==> src/rtl/cnn_pkg.sv <==
`default_nettype none

package cnn_pkg;

    // ====================
    // Geometry
    // ====================
    localparam int IMG_DIM  = 5;
    localparam int PAD_DIM  = IMG_DIM + 2;
    localparam int KER_DIM  = 2;
    localparam int KER_TAPS = KER_DIM * KER_DIM;
    localparam int CONV_DIM = PAD_DIM - KER_DIM + 1;
    localparam int IN_CH    = 3;
    localparam int OUT_CH   = 2;
    localparam int POOL_WIN = 3;
    localparam int POOL_DIM = CONV_DIM / POOL_WIN;

    // Input burst layout
    localparam int PIX_PER_CH  = IMG_DIM * IMG_DIM;
    localparam int LOAD_CYCLES = IN_CH * PIX_PER_CH;
    localparam int KER_CYCLES  = IN_CH * KER_TAPS;

    // ====================
    // Types
    // ====================
    typedef logic signed [7:0]  pix_t;
    typedef logic signed [19:0] acc_t;
    typedef logic [2:0]         coord_t;
    typedef logic [1:0]         chan_t;
    typedef logic [5:0]         fmap_addr_t;

    typedef enum logic [1:0] {CONV_IDLE, CONV_RUN, CONV_DRAIN} conv_state_t;
    typedef enum logic [1:0] {POOL_IDLE, POOL_SCAN, POOL_OUT}  pool_state_t;

endpackage

`default_nettype wire

==> src/rtl/cnn_ifs.sv <==
`timescale 1ns/10ps
`default_nettype none


// ====================
// Feature map write and read
// ====================
interface fmap_if import cnn_pkg::*; #(
    parameter int ACC_W = 20
) ();
    logic                    wr_en;
    logic                    wr_first;
    logic                    wr_last;
    fmap_addr_t              wr_addr;
    logic signed [ACC_W-1:0] wr_data [OUT_CH];

    logic                    filled;
    fmap_addr_t              rd_addr;
    logic signed [ACC_W-1:0] rd_data [OUT_CH];

    modport writer (output wr_en, wr_first, wr_last, wr_addr, wr_data);
    modport buffer (input wr_en, wr_first, wr_last, wr_addr, wr_data, rd_addr,
                    output filled, rd_data);
    modport reader (input filled, rd_data, output rd_addr);
endinterface

`default_nettype wire

==> src/rtl/max_pool.sv <==
`timescale 1ns/10ps
`default_nettype none

module max_pool import cnn_pkg::*; #(
    parameter int ACC_W = 20
) (
    input  wire                     clk,
    input  wire                     rst_n,
    fmap_if.reader                  fm,
    output logic                    out_valid,
    output logic signed [ACC_W-1:0] out
);
    localparam int WIN_PER_CH = POOL_DIM * POOL_DIM;
    localparam int N_MAX      = OUT_CH * WIN_PER_CH;

    typedef logic signed [ACC_W-1:0] accw_t;

    pool_state_t state;
    coord_t      row;
    coord_t      col;
    logic        scan_last;
    logic        d_vld;
    coord_t      d_row;
    coord_t      d_col;
    logic [1:0]  win_sel;
    logic        win_first;
    logic [2:0]  out_idx;
    accw_t       maxv [N_MAX];

    assign fm.rd_addr = fmap_addr_t'(row * CONV_DIM + col);
    assign scan_last  = (row == coord_t'(CONV_DIM - 1)) && (col == coord_t'(CONV_DIM - 1));

    // Window of the value now on rd_data
    assign win_sel   = {d_row >= coord_t'(POOL_WIN), d_col >= coord_t'(POOL_WIN)};
    assign win_first = (d_row == '0 || d_row == coord_t'(POOL_WIN)) &&
                       (d_col == '0 || d_col == coord_t'(POOL_WIN));

    // ====================
    // Scan and output FSM
    // ====================
    always_ff @(posedge clk or negedge rst_n) begin
        if (!rst_n) begin
            state     <= POOL_IDLE;
            row       <= '0;
            col       <= '0;
            d_vld     <= 1'b0;
            d_row     <= '0;
            d_col     <= '0;
            out_idx   <= '0;
            out_valid <= 1'b0;
            out       <= '0;
        end else begin
            d_vld     <= (state == POOL_SCAN);
            d_row     <= row;
            d_col     <= col;
            out_valid <= (state == POOL_OUT);
            out       <= (state == POOL_OUT) ? maxv[out_idx] : '0;
            case (state)
                POOL_IDLE: begin
                    row     <= '0;
                    col     <= '0;
                    out_idx <= '0;
                    if (fm.filled) begin
                        state <= POOL_SCAN;
                    end
                end
                POOL_SCAN: begin
                    if (scan_last) begin
                        state <= POOL_OUT;
                    end else if (col == coord_t'(CONV_DIM - 1)) begin
                        col <= '0;
                        row <= row + coord_t'(1);
                    end else begin
                        col <= col + coord_t'(1);
                    end
                end
                // Last window closes before it is emitted
                default: begin
                    out_idx <= out_idx + 3'd1;
                    if (out_idx == 3'(N_MAX - 1)) begin
                        state <= POOL_IDLE;
                    end
                end
            endcase
        end
    end

    // Running maxima, channel major
    always_ff @(posedge clk) begin
        if (d_vld) begin
            for (int o = 0; o < OUT_CH; o++) begin
                if (win_first || fm.rd_data[o] > maxv[o * WIN_PER_CH + int'(win_sel)]) begin
                    maxv[o * WIN_PER_CH + int'(win_sel)] <= fm.rd_data[o];
                end
            end
        end
    end

    // Finished maps only while the previous set is out
    assert property (@(posedge clk) disable iff (!rst_n)
        fm.filled |-> state == POOL_IDLE)
        else $error("feature maps filled while pooling was still busy");

endmodule

`default_nettype wire

==> src/flat_wrapper.sv <==
// flat-port wrapper written by rule: the top's interface ports become plain ports
module max_pool_flat import cnn_pkg::*;
#(
    parameter int ACC_W = 20
)
  (clk, rst_n, out_valid, out, fm_filled, fm_rd_data, fm_rd_addr);
  fmap_if #(.ACC_W(ACC_W)) fm_i ();
  input  wire clk;
  input  wire rst_n;
  output logic out_valid;
  output logic signed [ACC_W-1:0] out;
  input wire logic [$bits(fm_i.filled)-1:0] fm_filled;
  input wire logic [$bits(fm_i.rd_data)-1:0] fm_rd_data;
  output wire logic [$bits(fm_i.rd_addr)-1:0] fm_rd_addr;
  assign fm_i.filled = fm_filled;
  assign fm_i.rd_data = {>>{fm_rd_data}};
  assign fm_rd_addr = fm_i.rd_addr;
  max_pool #(.ACC_W(ACC_W)) u_core (.clk(clk), .rst_n(rst_n), .fm(fm_i), .out_valid(out_valid), .out(out));
endmodule
==> config.mk <==
export PLATFORM = sky130hd
export DESIGN_NAME = max_pool_flat
export DESIGN_NICKNAME = d
export VERILOG_FILES = /design/src/rtl/cnn_pkg.sv /design/src/rtl/cnn_ifs.sv /design/src/rtl/max_pool.sv /design/src/flat_wrapper.sv
export SDC_FILE = /design/constraint.sdc
export NUM_CORES = 1
export LEC_CHECK = 0
export BUFFER_PORTS_ARGS = -buffer_cell sky130_fd_sc_hd__buf_2
export CAP_MARGIN = 20
export CORE_UTILIZATION = 50
export CTS_CLUSTER_SIZE = 25
export DETAILED_ROUTE_END_ITERATION = 8
export PLACE_DENSITY = 0.68
export SLEW_MARGIN = 20
export SYNTH_ARGS = -nofsm -noshare
export SYNTH_HDL_FRONTEND = slang
export SYNTH_SLANG_ARGS = --single-unit
==> constraint.sdc <==
create_clock -name clk -period 8.15 [get_ports clk]
set_input_delay 2.0375 -clock clk [delete_from_list [all_inputs] [get_ports clk]]
set_output_delay 2.0375 -clock clk [all_outputs]
set_load 0.005 [all_outputs]
-- After elaboration in Yosys (flattened, before gate mapping)
Memories as Yosys holds them, arrays and structs flattened.
Index checks and enable logic that the tools add are counted.
- flip-flop bits (word level): 39
- memory bits (writable): 160
- output and inout port bits: 27
- memories: 1
- add/sub/neg operators: 5
- multiply operators: 1
- order comparisons: 4
- equal/unequal tests: 11
- mux-type cells: 18
- reduce and logical (&&, ||, !) cells: 14
- memories (name ; depth ; bits a word ; rd ports ; clocked after memory_dff ; wr ports ; RTL line ; RTL):
    u_core.maxv ; 8 ; 20 ; 3 ; 0 ; 2 ; max_pool.sv:28 ; accw_t maxv [N_MAX];
- operator list (operator ; count):
    20-bit greater-than comparator ; 2
    20-bit 2-to-1 mux ; 1
    3-bit case mux with 2 select lines ; 3
    3-bit 2-to-1 mux ; 4
    3-bit by 1-bit adder with 3-bit output (second input constant) ; 3
    3-bit == test (second input constant) ; 3
    6-bit by 3-bit adder with 6-bit output ; 1
    3-bit by 2-bit == test with 1-bit output (second input constant) ; 2
    3-bit by 2-bit >= comparator with 1-bit output (second input constant) ; 2
    3-bit zero test ; 2
    1-bit 2-to-1 mux ; 6
    2-bit 2-to-1 mux ; 3
    2-bit inequality test (second input constant) ; 3
    3-bit AND reduction ; 2
    3-bit by 2-bit multiplier with 5-bit output (second input constant) ; 1
    1-bit logical OR ; 4
    2-bit case mux with 2 select lines ; 1
    3-bit by 2-bit adder with 3-bit output (first input constant) ; 1
    3-bit nonzero test ; 1
    2-bit by 1-bit == test with 1-bit output (second input constant) ; 1
    2-bit == test (second input constant) ; 1
    1-bit logical AND ; 2
    2-bit zero test ; 1
    2-bit by 1-bit inequality test with 1-bit output (second input constant) ; 1
    other kinds (2) ; 2

-- Longest topological paths before layout
An unclocked memory read counts as a cell.
- depth in word-level cells: 8
- mapped depth: 11
- depth with buffers taken out: 10

-- Worst setup path before layout
Ideal clock, no wire load.
- kind: input to register
- start: in fm_rd_data[39]
- end: mem u_core.maxv[0][0] (netlist bit) (enable)
- arrival: 5300 ps
- slack: 2401 ps
- cell stages on the path: 7
- path buffers: 0
- cells stage by stage: ha_1 and4_1 nand2_2 a21oi_1 or4_1 nand3_2 nor4bb_1
- RTL lines (element ; RTL line ; RTL):
    start, declared ; flat_wrapper.sv:13 ; input wire logic [$bits(fm_i.rd_data)-1:0] fm_rd_data;
    end, declared ; max_pool.sv:28 ;

==> results.md <==
* Status: finished, final reports clean
* Die Area at a little under 20000 um^2
* Sw power at about 0.56 mW
* Register bit total from synthesis at slightly below 200
* Worst-path fanout max at 43
* Proportion of power drawn by the clock network at a little over a third
* Origin of the worst setup path: u_core.d_col[1]
* Mux cell area share after synthesis at roughly a fifth
* Yosys top cell by area: edfxtp_1
* Design area at 10830 um^2
* Post-synth ARST share at a little under 20%
* Max-slew violations at 0
* Top_reg_cell synth: edfxtp_1
* Largest net degree at the start of global routing at 46
* Area growth, synth to finish at 12.74%
* Routed WL per cell at 22.85 um
* Vias at 5433
* Initial Util at 51.17%
* # nets final at between 700 and 800
* Pint at ~1.7 mW
* CP startpoint kind: register
* TritonRoute pass-1 iters at 5
* DP Worst Slack at around 3.2 ns
* Post-route setup TNS at 0 ns
* Min-delay worst type: reg -> reg
* Final hold slack at ~0.48 ns
* Syn nets at 664
* Placed Area at ~10000 um^2
* Pwr per Cell Area at ~210 nW/um^2
* Cell area after synthesis at between 9000 and 10000 um^2
* Most frequent cells after synthesis: edfxtp_1, mux4_2, ha_1
* Fin worst setup slack at roughly 3.5 ns
* Post-Synth XOR/XNOR Area at less than 1%
* Max cap viols at 0
* DRC viols at 0
* Vias per inst at ~6.1
* Count leader, synth: edfxtp_1
* Post-CTS Setup Repair Bufs at 0
* Sw frac at roughly a quarter
* FP Rows at 50
* Ant diodes at 0
* CP Capture Point: u_core.maxv[0][14]
* Global-route wire length before repair at around 32 mm
* Gr usage total at 22.10%
* Worst Setup End Kind: register
* Initial drt markers at between 400 and 500
* Die W at between 100 and 150 um
* Dpl hpwl at about 13 mm
* Post-Synthesis Cells at approximately 570
* Clock Latency Late Sink at between 0.4 and 0.5 ns
* Initial antenna violation count at 1
* Post-synthesis compound-gate area fraction at under 10%
* Crit path required time at roughly 8.3 ns
* Hold path cells at 0
* Unique cell type count in the Yosys netlist at 50
* Worst r2r dst: u_core.maxv[0][14]
* Largest family of logic cells by synthesized area: multiplexers
* Synth Area in Adders at 6.670%
* Peak Freq at between 200 and 250 MHz
* Synth top area share at about 50%
* Vias in the first global route at about 5700
* CTS root buf: clkbuf_16
* CTS tree: yes
* Largest cells by area after synthesis: edfxtp_1, mux4_2, dfrtp_1
* Core Box Area at ~19000 um^2
* Sequential-to-total area share from yosys stat at between 60% and 70%
* Post-Synth Simple-Gate Area at 4.794%
* Final wirelength at a little over 20 mm
* Final Cycle Share at a little under three fifths
* CTS buffer count at 17
* Leakage at 4.171 nW
* CTS Hold Bufs at 0
* Clock tree buffer depth at 2
* Fin crit period at roughly 4.7 ns
* Relative slew slack at roughly two fifths
* Sink Count at roughly 200
* Min-delay src: u_core.row[0]
* FF-to-FF path depth at 12
* RR Startpoint: u_core.d_col[1]
* Syn Area/Cell at 16.82 um^2
* Worst setup path class: reg -> reg
* Share of cells above drive strength 1 at between 30% and 40%
* RSZ-0062 raised after global routing: no
* Antenna Nets Post-Route at 0
* Port Buffer Count at 69
* Worst-Margin Slew at around 0.91 ns
* Final hold vios at 0
* Number of enable flip-flop cells after synthesis at 160
* Maximum VDD drop at ~0.16 mV
* Worst Clk Skew at ~0.011 ns
* Congestion Overflow GR at 0
* GP Congestion at roughly 0.8
* Synth warn at 0
* I/O Pins at 70
* Die height at roughly 140 um
* Comb pwr share at around 14%
* Flop-to-flop setup slack at 3.47 ns
* WP data arrival at 4.81 ns
* H-tree depth at 4
* Resize count post-CTS at 0
* Sequential share of power at 51.3%
* Reg clk slew, reported paths at approximately 0.070 ns
* Final Setup Violations at 0
[cell families (layout without fill, tap and decap cells)]
kind of cell    after synthesis  count (layout)
simple gates                 85              85
buf+inv                      72             158
mux                         101             101
xor+xnor                      6               6
compound gates               58              58
fa+ha+maj                    50              50
flops                       199             199
[layer usage]
| metal | GRT usage, % | part of all wire, % |
|---|---|---|
| met2 | 37.32 | 50 |
| met3 | 4.280 | 4.7 |
| met5 | 0 | 0.064 |
| met4 | 6.751 | 1.6 |
| met1 | 29.29 | 43 |
[critical path: stages, from the launching register on]
cell and delay, ns:
dfrtp_1 0.43, a21oi_4 0.15, buf_4 0.73, mux4_2 0.61, inv_1 0.08, ha_1 0.27
and4_1 0.25, nand2_2 0.11, a21oi_1 0.06, or4_1 0.53, nand3_2 0.11, nor4bb_4 0.69
buf_4 0.35
[area by class of cell]
cell class                 count  area [um^2]
inverter                      47        176.4
timing repair buffer          79        427.9
multi-input combinational    300         3585
clock buffer                  19        442.9
fill                        1463         7940
sequential                   199         5783
clock inverter                13        120.1
tap                          234        292.8
[flip-flops by register name, summed over array words and instances, names as in the netlist]
name / flops
u_core.d_col: 3
u_core.state: 2
u_core.out_valid: 1
u_core.row: 3
u_core.maxv: 160
u_core.d_row: 3
u_core.out_idx: 3
u_core.col: 3
u_core.d_vld: 1
u_core.out: 20
[cells in the final DEF (no fill, tap or decap), types with 17 or more instances in the layout]
cell and count:
edfxtp_1 160, mux4_2 80, buf_2 69, ha_1 48, inv_1 47, dfrtp_1 37
nor2_1 29, a21oi_1 22, mux2i_1 20, nand2_1 18, clkbuf_16 17
[through the flow]
step	total power, mW	cells	utilization, %
CTS	2.299	890	57.59
detailed placement	1.500	858	54.59
global placement	1.493	858	54.59
floorplan	1.395	571	-
global route	2.368	891	57.69
finish	2.283	891	57.69
[power by group through the flow]
stage / registers, mW / logic (mW) / clock network (mW)
floorplan: 1.19 / 0.207 / 0
global placement: 1.19 / 0.302 / 0
detailed placement: 1.19 / 0.307 / 0
CTS: 1.17 / 0.311 / 0.816
global route: 1.18 / 0.340 / 0.852
finish: 1.17 / 0.307 / 0.804
[worst min path at each step]
stage | to | slack (ns)
2_1_floorplan | u_core.d_row[0] | 0.43
3_3_place_gp | u_core.d_row[0] | 0.47
3_5_place_dp | u_core.d_row[0] | 0.46
4_1_cts | u_core.d_row[0] | 0.48
5_1_grt | u_core.d_row[0] | 0.50
6_report | u_core.d_row[0] | 0.48
(Power assumes the default switching activity.)
