<file path="src/rtl/cnn_pkg.sv">
`default_nettype none

package cnn_pkg;

    // ====================
    // Geometry
    // ====================
    localparam int IMG_DIM  = 5;
    localparam int PAD_DIM  = IMG_DIM + 2;
    localparam int KER_DIM  = 2;
    localparam int KER_TAPS = KER_DIM * KER_DIM;
    localparam int CONV_DIM = PAD_DIM - KER_DIM + 1;
    localparam int IN_CH    = 3;
    localparam int OUT_CH   = 2;
    localparam int POOL_WIN = 3;
    localparam int POOL_DIM = CONV_DIM / POOL_WIN;

    // Input burst layout
    localparam int PIX_PER_CH  = IMG_DIM * IMG_DIM;
    localparam int LOAD_CYCLES = IN_CH * PIX_PER_CH;
    localparam int KER_CYCLES  = IN_CH * KER_TAPS;

    // ====================
    // Types
    // ====================
    typedef logic signed [7:0]  pix_t;
    typedef logic signed [19:0] acc_t;
    typedef logic [2:0]         coord_t;
    typedef logic [1:0]         chan_t;
    typedef logic [5:0]         fmap_addr_t;

    typedef enum logic [1:0] {CONV_IDLE, CONV_RUN, CONV_DRAIN} conv_state_t;
    typedef enum logic [1:0] {POOL_IDLE, POOL_SCAN, POOL_OUT}  pool_state_t;

endpackage

`default_nettype wire

</file>
<file path="src/rtl/cnn_ifs.sv">
`timescale 1ns/10ps
`default_nettype none

// ====================
// Window request and reply
// ====================
interface window_if import cnn_pkg::*; #(
    parameter int PIX_W = 8
) ();
    // Output position asked for by the engine
    chan_t  ch;
    coord_t row;
    coord_t col;

    // Padded pixels, taps ordered TL, TR, BL, BR
    logic signed [PIX_W-1:0] pix  [KER_TAPS];
    logic signed [PIX_W-1:0] tap1 [KER_TAPS];
    logic signed [PIX_W-1:0] tap2 [KER_TAPS];
    logic                    loaded;

    modport source (input ch, row, col, output pix, tap1, tap2, loaded);
    modport sink   (output ch, row, col, input pix, tap1, tap2, loaded);
endinterface

// ====================
// Feature map write and read
// ====================
interface fmap_if import cnn_pkg::*; #(
    parameter int ACC_W = 20
) ();
    logic                    wr_en;
    logic                    wr_first;
    logic                    wr_last;
    fmap_addr_t              wr_addr;
    logic signed [ACC_W-1:0] wr_data [OUT_CH];

    logic                    filled;
    fmap_addr_t              rd_addr;
    logic signed [ACC_W-1:0] rd_data [OUT_CH];

    modport writer (output wr_en, wr_first, wr_last, wr_addr, wr_data);
    modport buffer (input wr_en, wr_first, wr_last, wr_addr, wr_data, rd_addr,
                    output filled, rd_data);
    modport reader (input filled, rd_data, output rd_addr);
endinterface

`default_nettype wire

</file>
<file path="src/rtl/conv_engine.sv">
`timescale 1ns/10ps
`default_nettype none

module conv_engine import cnn_pkg::*; #(
    parameter int PIX_W = 8,
    parameter int ACC_W = 20
) (
    input  wire      clk,
    input  wire      rst_n,
    window_if.sink   win,
    fmap_if.writer   fm
);
    typedef logic signed [ACC_W-1:0] accw_t;

    conv_state_t state;
    chan_t       ch;
    coord_t      row;
    coord_t      col;
    logic        pos_last;
    logic        running;
    accw_t       sum [OUT_CH];

    assign win.ch  = ch;
    assign win.row = row;
    assign win.col = col;

    assign running  = (state == CONV_RUN);
    assign pos_last = (ch == chan_t'(IN_CH - 1)) &&
                      (row == coord_t'(CONV_DIM - 1)) &&
                      (col == coord_t'(CONV_DIM - 1));

    // ====================
    // Position sequencer
    // ====================
    always_ff @(posedge clk or negedge rst_n) begin
        if (!rst_n) begin
            state <= CONV_IDLE;
            ch    <= '0;
            row   <= '0;
            col   <= '0;
        end else begin
            case (state)
                CONV_IDLE: begin
                    ch  <= '0;
                    row <= '0;
                    col <= '0;
                    if (win.loaded) begin
                        state <= CONV_RUN;
                    end
                end
                CONV_RUN: begin
                    if (pos_last) begin
                        state <= CONV_DRAIN;
                    end else if (col == coord_t'(CONV_DIM - 1)) begin
                        col <= '0;
                        if (row == coord_t'(CONV_DIM - 1)) begin
                            row <= '0;
                            ch  <= ch + chan_t'(1);
                        end else begin
                            row <= row + coord_t'(1);
                        end
                    end else begin
                        col <= col + coord_t'(1);
                    end
                end
                // Last sum still in the output register
                default: state <= CONV_IDLE;
            endcase
        end
    end

    // Eight products, two 4-term sums
    always_comb begin
        sum[0] = '0;
        sum[1] = '0;
        for (int t = 0; t < KER_TAPS; t++) begin
            sum[0] = sum[0] + ACC_W'(win.pix[t]) * ACC_W'(win.tap1[t]);
            sum[1] = sum[1] + ACC_W'(win.pix[t]) * ACC_W'(win.tap2[t]);
        end
    end

    // ====================
    // Write register
    // ====================
    always_ff @(posedge clk or negedge rst_n) begin
        if (!rst_n) begin
            fm.wr_en    <= 1'b0;
            fm.wr_first <= 1'b0;
            fm.wr_last  <= 1'b0;
        end else begin
            fm.wr_en    <= running;
            fm.wr_first <= running && (ch == '0);
            fm.wr_last  <= running && pos_last;
        end
    end

    always_ff @(posedge clk) begin
        fm.wr_addr    <= fmap_addr_t'(row * CONV_DIM + col);
        fm.wr_data[0] <= sum[0];
        fm.wr_data[1] <= sum[1];
    end

    // A new job must not arrive mid-run
    assert property (@(posedge clk) disable iff (!rst_n)
        win.loaded |-> state == CONV_IDLE)
        else $error("input loaded while the engine was still running");

endmodule

`default_nettype wire

</file>
<file path="src/flat_wrapper.sv">
// flat-port wrapper written by rule: the top's interface ports become plain ports
module conv_engine_flat import cnn_pkg::*;
#(
    parameter int PIX_W = 8,
    parameter int ACC_W = 20
)
  (clk, rst_n, win_ch, win_row, win_col, win_pix, win_tap1, win_tap2, win_loaded, fm_wr_en, fm_wr_first, fm_wr_last, fm_wr_addr, fm_wr_data);
  window_if #(.PIX_W(PIX_W)) win_i ();
  fmap_if #(.ACC_W(ACC_W)) fm_i ();
  input  wire clk;
  input  wire rst_n;
  output wire logic [$bits(win_i.ch)-1:0] win_ch;
  output wire logic [$bits(win_i.row)-1:0] win_row;
  output wire logic [$bits(win_i.col)-1:0] win_col;
  input wire logic [$bits(win_i.pix)-1:0] win_pix;
  input wire logic [$bits(win_i.tap1)-1:0] win_tap1;
  input wire logic [$bits(win_i.tap2)-1:0] win_tap2;
  input wire logic [$bits(win_i.loaded)-1:0] win_loaded;
  output wire logic [$bits(fm_i.wr_en)-1:0] fm_wr_en;
  output wire logic [$bits(fm_i.wr_first)-1:0] fm_wr_first;
  output wire logic [$bits(fm_i.wr_last)-1:0] fm_wr_last;
  output wire logic [$bits(fm_i.wr_addr)-1:0] fm_wr_addr;
  output wire logic [$bits(fm_i.wr_data)-1:0] fm_wr_data;
  assign win_ch = win_i.ch;
  assign win_row = win_i.row;
  assign win_col = win_i.col;
  assign win_i.pix = {>>{win_pix}};
  assign win_i.tap1 = {>>{win_tap1}};
  assign win_i.tap2 = {>>{win_tap2}};
  assign win_i.loaded = win_loaded;
  assign fm_wr_en = fm_i.wr_en;
  assign fm_wr_first = fm_i.wr_first;
  assign fm_wr_last = fm_i.wr_last;
  assign fm_wr_addr = fm_i.wr_addr;
  assign fm_wr_data = {>>{fm_i.wr_data}};
  conv_engine #(.PIX_W(PIX_W), .ACC_W(ACC_W)) u_core (.clk(clk), .rst_n(rst_n), .win(win_i), .fm(fm_i));
endmodule
</file>
<file path="config.mk">
export PLATFORM = sky130hd
export DESIGN_NAME = conv_engine_flat
export DESIGN_NICKNAME = d
export VERILOG_FILES = /design/src/rtl/cnn_pkg.sv /design/src/rtl/cnn_ifs.sv /design/src/rtl/conv_engine.sv /design/src/flat_wrapper.sv
export SDC_FILE = /design/constraint.sdc
export NUM_CORES = 2
export LEC_CHECK = 0
export BUFFER_PORTS_ARGS = -buffer_cell sky130_fd_sc_hd__clkbuf_2
export CAP_MARGIN = 20
export CORE_ASPECT_RATIO = 1.1
export CORE_MARGIN = 5
export CORE_UTILIZATION = 35
export CTS_CLUSTER_SIZE = 10
export DETAILED_ROUTE_END_ITERATION = 10
export SLEW_MARGIN = 20
export SYNTH_ARGS = -nofsm -noshare
export SYNTH_HDL_FRONTEND = slang
export SYNTH_SLANG_ARGS = --single-unit
</file>
<file path="constraint.sdc">
create_clock -name clk -period 2 [get_ports clk]
set_clock_uncertainty 0.1 [all_clocks]
set_input_delay 0.2 -clock clk [delete_from_list [all_inputs] [get_ports clk]]
set_output_delay 0.2 -clock clk [all_outputs]
set_load 0.02 [all_outputs]
</file>
# Word-level counts from Yosys, hierarchy flattened
# Cells that the tools add are included.
[word_totals]
ff_bits = 59
in_bits = 99
out_inout_bits = 57
elab_cells = 63
[classes]
n_addsub = 10
mul = 9
eq_ne = 9
muxes = 14
reduce_logical = 11
[ops]
columns = ["op", "count"]
rows = [
  ["$mul A8 B8 Y16", 8],
  ["$add A20 B20 Y20", 6],
  ["$mux W3", 5],
  ["$pmux W3 S2", 2],
  ["$mux W2", 5],
  ["$ne A2 B2 Y1 const B", 4],
  ["$pmux W2 S2", 2],
  ["$add A3 B1 Y3 const B", 2],
  ["$add A6 B3 Y6", 1],
  ["$eq A3 B3 Y1 const B", 2],
  ["$mul A3 B2 Y5 const B", 1],
  ["$logic_and A1 B1 Y1", 4],
  ["$logic_not A2 Y1", 2],
  ["$reduce_and A2 Y1", 2],
  ["$reduce_and A4 Y1", 1],
  ["$reduce_and A3 Y1", 1],
  ["$add A2 B1 Y2 const B", 1],
  ["$eq A2 B1 Y1 const B", 1],
  ["$eq A2 B2 Y1 const B", 1],
  ["$ne A2 B1 Y1 const B", 1],
  ["$reduce_bool A2 Y1", 1],
]

# Longest topological paths before layout
[logic_depth]
word_depth = 5
mapped_depth = 28
ltp_nobuf = 27

# Worst setup path after synthesis
# No wires, ideal clock.
[synth_path]
kind = "input to register"
from = "input port win_pix[6]"
to = "register u_core.fm.wr_data[18]"
arrival_ns = 6.426
required_ns = 1.826
setup_slack_ns = -4.600
path_stages = 27
path_buffers = 1
path_cell_list = "clkbuf_1 > and2_1 > fa_1 > inv_1 > fa_1 > inv_1 > fa_1 > inv_1 > fa_1 > inv_1 > ha_1 > nand2_1 > o21ai_1 > nor4_1 > nor3_1 > a2111oi_2 > xor2_1 > fa_1 > fa_1 > inv_1 > ha_1 > and3_1 > a221o_1 > a31oi_1 > o21bai_1 > a31o_2 > o21ai_0"
[synth_lines]
columns = ["item", "line", "source"]
rows = [
  ["start: declaration", "flat_wrapper.sv:15", "input wire logic [$bits(win_i.pix)-1:0] win_pix;"],
  ["end: declaration", "cnn_ifs.sv:41", "modport writer (output wr_en, wr_first, wr_last, wr_addr, wr_data);"],
]

==> flow_metrics.py <==
metrics = {
    "cts": {
        "cts_made_buffers": 9,
        "clk_root_buffer_cell": "clkbuf_16",
        "cts_tree": "yes",
        "clock_tree.htree_level_count": 3,
        "clockBufferDepth": 2,
        "clock_latency_ps": 350,
        "clkTransAtPathRegs_ps": 60,
        "cts_sinks": 59,
    },
    "status": {
        "status": "finished, violations left",
        "violations": "negative setup slack",
    },
    "drt": {
        "drt_first_pass_iters": 5,
        "routedWlPerCell_um": 14.7,
        "ant_nets": 0,
        "drt_iter0_drc": 599,
        "drc": 0,
        "vias": 19400,
        "drt_wl_total_um": 64000,
        "via_per_inst": 4.45,
    },
    "setup_path": {
        "slowest_stage": "fa_1",
        "slowest_delay_ps": 540,
        "end_kind": "flop",
        "path_max_fanout": 6,
        "regToRegSetupSlack_ps": 140,
        "cp_data_required_time_ps": 2130,
        "crit_type": "primary input to flop",
        "cpMostUsedCell": "fa_1",
        "cp.arrival_ps": 6210,
        "worst_setup_path_start_kind": "primary input",
    },
    "global_route": {
        "use_met2_pct": 31.2,
        "grt-busiest-layer": "met2",
        "use_met1_pct": 23.1,
        "antenna_found_initial": 0,
        "grt_pass1_vias": 21400,
        "grt_max_degree": 17,
        "globalRouteMet3Util_pct": 1.74,
        "overflow": 0,
        "grtUsageTotal_pct": 17.3,
        "grt_pass1_wl_um": 108000,
    },
    "floorplan": {
        "dieArea_mm2": 0.0757,
        "dieHeight_um": 288,
        "fp.dieW_um": 263,
        "coreArea_mm2": 0.0701,
        "start_util_pct": 35.1,
        "fp-row-count": 102,
        "io_pins": 156,
    },
    "logic_synthesis": {
        "ys_seq_area_share_pct": 5.06,
        "ys.flop_type": "dfxtp_1",
        "synthArstFlopShare_pct": 22.0,
        "synth.largest_area_cell": "fa_1",
        "synth_top_area_share_pct": 41.3,
        "synth_nets": 3612,
        "ys_ff_latch": 59,
        "synth_cells": 2729,
        "syn_avg_cell_area_um2": 9.02,
        "synth.area.top_cells": "fa_1 41%, ha_1 14%, inv_1 11%",
        "ys_types": 61,
        "syn-cell-area_mm2": 0.0246,
        "synth_warnings": 0,
        "synth_edf_count": 0,
    },
    "final_layout": {
        "num-nets-final": 4288,
        "drive_gt1_share_pct": 33.3,
        "final_common_cell": "inv_1",
        "syn_to_final_growth_pct": 37.6,
        "diodes": 0,
        "layout_common_cells": "660 x inv_1, 489 x fa_1, 470 x buf_4",
        "utilization_pct": 48.3,
    },
    "sta": {
        "max_slew_margin_pct": 69.3,
        "min_period_ps": 6080,
        "fin_ws_ps": -4080,
        "rsz0062_at_grt": "true",
        "setup_tns_ps": -118440,
        "fmax_ghz": 0.164,
        "hold_violations": 0,
        "holdWs_ps": 19.2,
        "tightest_slew_ps": 461,
        "finalSetupViolations": 38,
        "finalCritPeriodShare_pct": 304,
        "final_max_slew_viol_count": 0,
    },
    "place": {
        "dpl.hpwl_um": 55900,
        "portBuffers": 155,
        "gp_congestion": 0.867,
        "place_ws_ps": -4620,
    },
    "run": {
        "maxCapViolations": 0,
    },
    "worst_hold_path": {
        "hold_path_class": "primary input to flop",
    },
}
==> cell families after synthesis <==
| group | after synthesis | share of synthesized area, % |
|---|---|---|
| fa+ha+maj | 784 | 55.4 |
| buf+inv | 783 | 11.9 |
| simple gates | 710 | 15.1 |
| compound gates | 228 | 6.57 |
| xor+xnor | 157 | 5.59 |
| flops | 59 | 5.06 |
| mux | 8 | 0.351 |
==> area by class of cell <==
class / instances / area, µm²
fillers: 6512 / 36200
multi-input cells: 1887 / 22700
repair buffers: 700 / 5590
inverters: 748 / 2810
flip-flops and latches: 59 / 1250
well taps: 936 / 1170
clock buffers: 10 / 250
clock inverters: 6 / 93.8
==> synthesized netlist by cell type, drive strengths merged (2+ instances only) <==
library cell,n
a2111o,3
a2bb2oi,2
clkbuf,35
a211oi,7
nand2,172
and2,317
a22o,3
mux2i,3
mux2,5
xnor2,130
a2111oi,8
nor3,17
a31o,4
a21oi,71
a21o,25
fa,508
a211o,3
dfxtp,46
nor4,6
nand2b,34
nor2b,22
o21a,22
and3,10
xor2,27
or3,3
or2,5
nand3,14
o41ai,3
inv,748
o211ai,4
o21bai,13
nor2,105
a31oi,3
o31a,4
dfrtp,13
o21ai,36
ha,276
o31ai,9
==> layer usage <==
| metal | share of wire [%] | vias up | wire length [µm] |
|---|---|---|---|
| met2 | 51 | 226 | 32500 |
| met3 | 2.5 | 55 | 1590 |
| met4 | 1.9 | 0 | 1220 |
| met1 | 45 | 9609 | 28700 |
| li1 | - | 9463 | - |
| met5 | 0 | - | 0 |
==> path summary, 6_finish.rpt <==
path | endpoint | startpoint | cells after the start
worst min register to register | u_core.fm.wr_addr[0]$_DFF_P_ | u_core.win.col[0]$_DFFE_PN0P_ | 1
max in group asynchronous | u_core.win.ch[0]$_DFFE_PN0P_ | rst_n | 2
worst max-delay path | u_core.fm.wr_data[37]$_DFF_P_ | win_pix[5] | 28
worst min-delay path | u_core.state[0]$_DFFE_PN0P_ | win_loaded | 3
min in group asynchronous | u_core.fm.wr_last$_DFF_PN0_ | rst_n | 2
worst max register to register | u_core.win.ch[0]$_DFFE_PN0P_ | u_core.win.row[1]$_DFFE_PN0P_ | 7
==> stage by stage <==
step	cell area, µm²	cells
global route	33900	4346
floorplan	25500	2729
global placement	31000	4292
finish	33900	4346
detailed placement	31000	4292
CTS	33000	4337
==> registers in the layout, summed over array words and instances (netlist names) <==
signal / count
u_core.fm.wr_en: 1
u_core.fm.wr_last: 1
u_core.fm.wr_data: 40
u_core.fm.wr_first: 1
u_core.win.row: 3
u_core.win.col: 3
u_core.state: 2
u_core.fm.wr_addr: 6
u_core.win.ch: 2
==> what timing repair did <==
action,in CTS,in global routing
resized for setup,300,174
pin swaps,139,129
hold buffers,1,0
gates cloned,2,1
endpoints found under the setup margin,38,38
setup buffers,36,14
hold endpoints to repair,13,0
==> worst max-delay path: cells and delay by family <==
family | cells | cell delay, ps
and+or+nand+nor | 4 | 550
adders and majority gates | 8 | 3610
AOI/OAI and AO/OA | 6 | 1080
buffers and inverters | 9 | 610
xor gates and xnor gates | 1 | 160
Power is not shown: default switching activity piles up to over one toggle a cycle in this logic, so the estimate is an artifact.
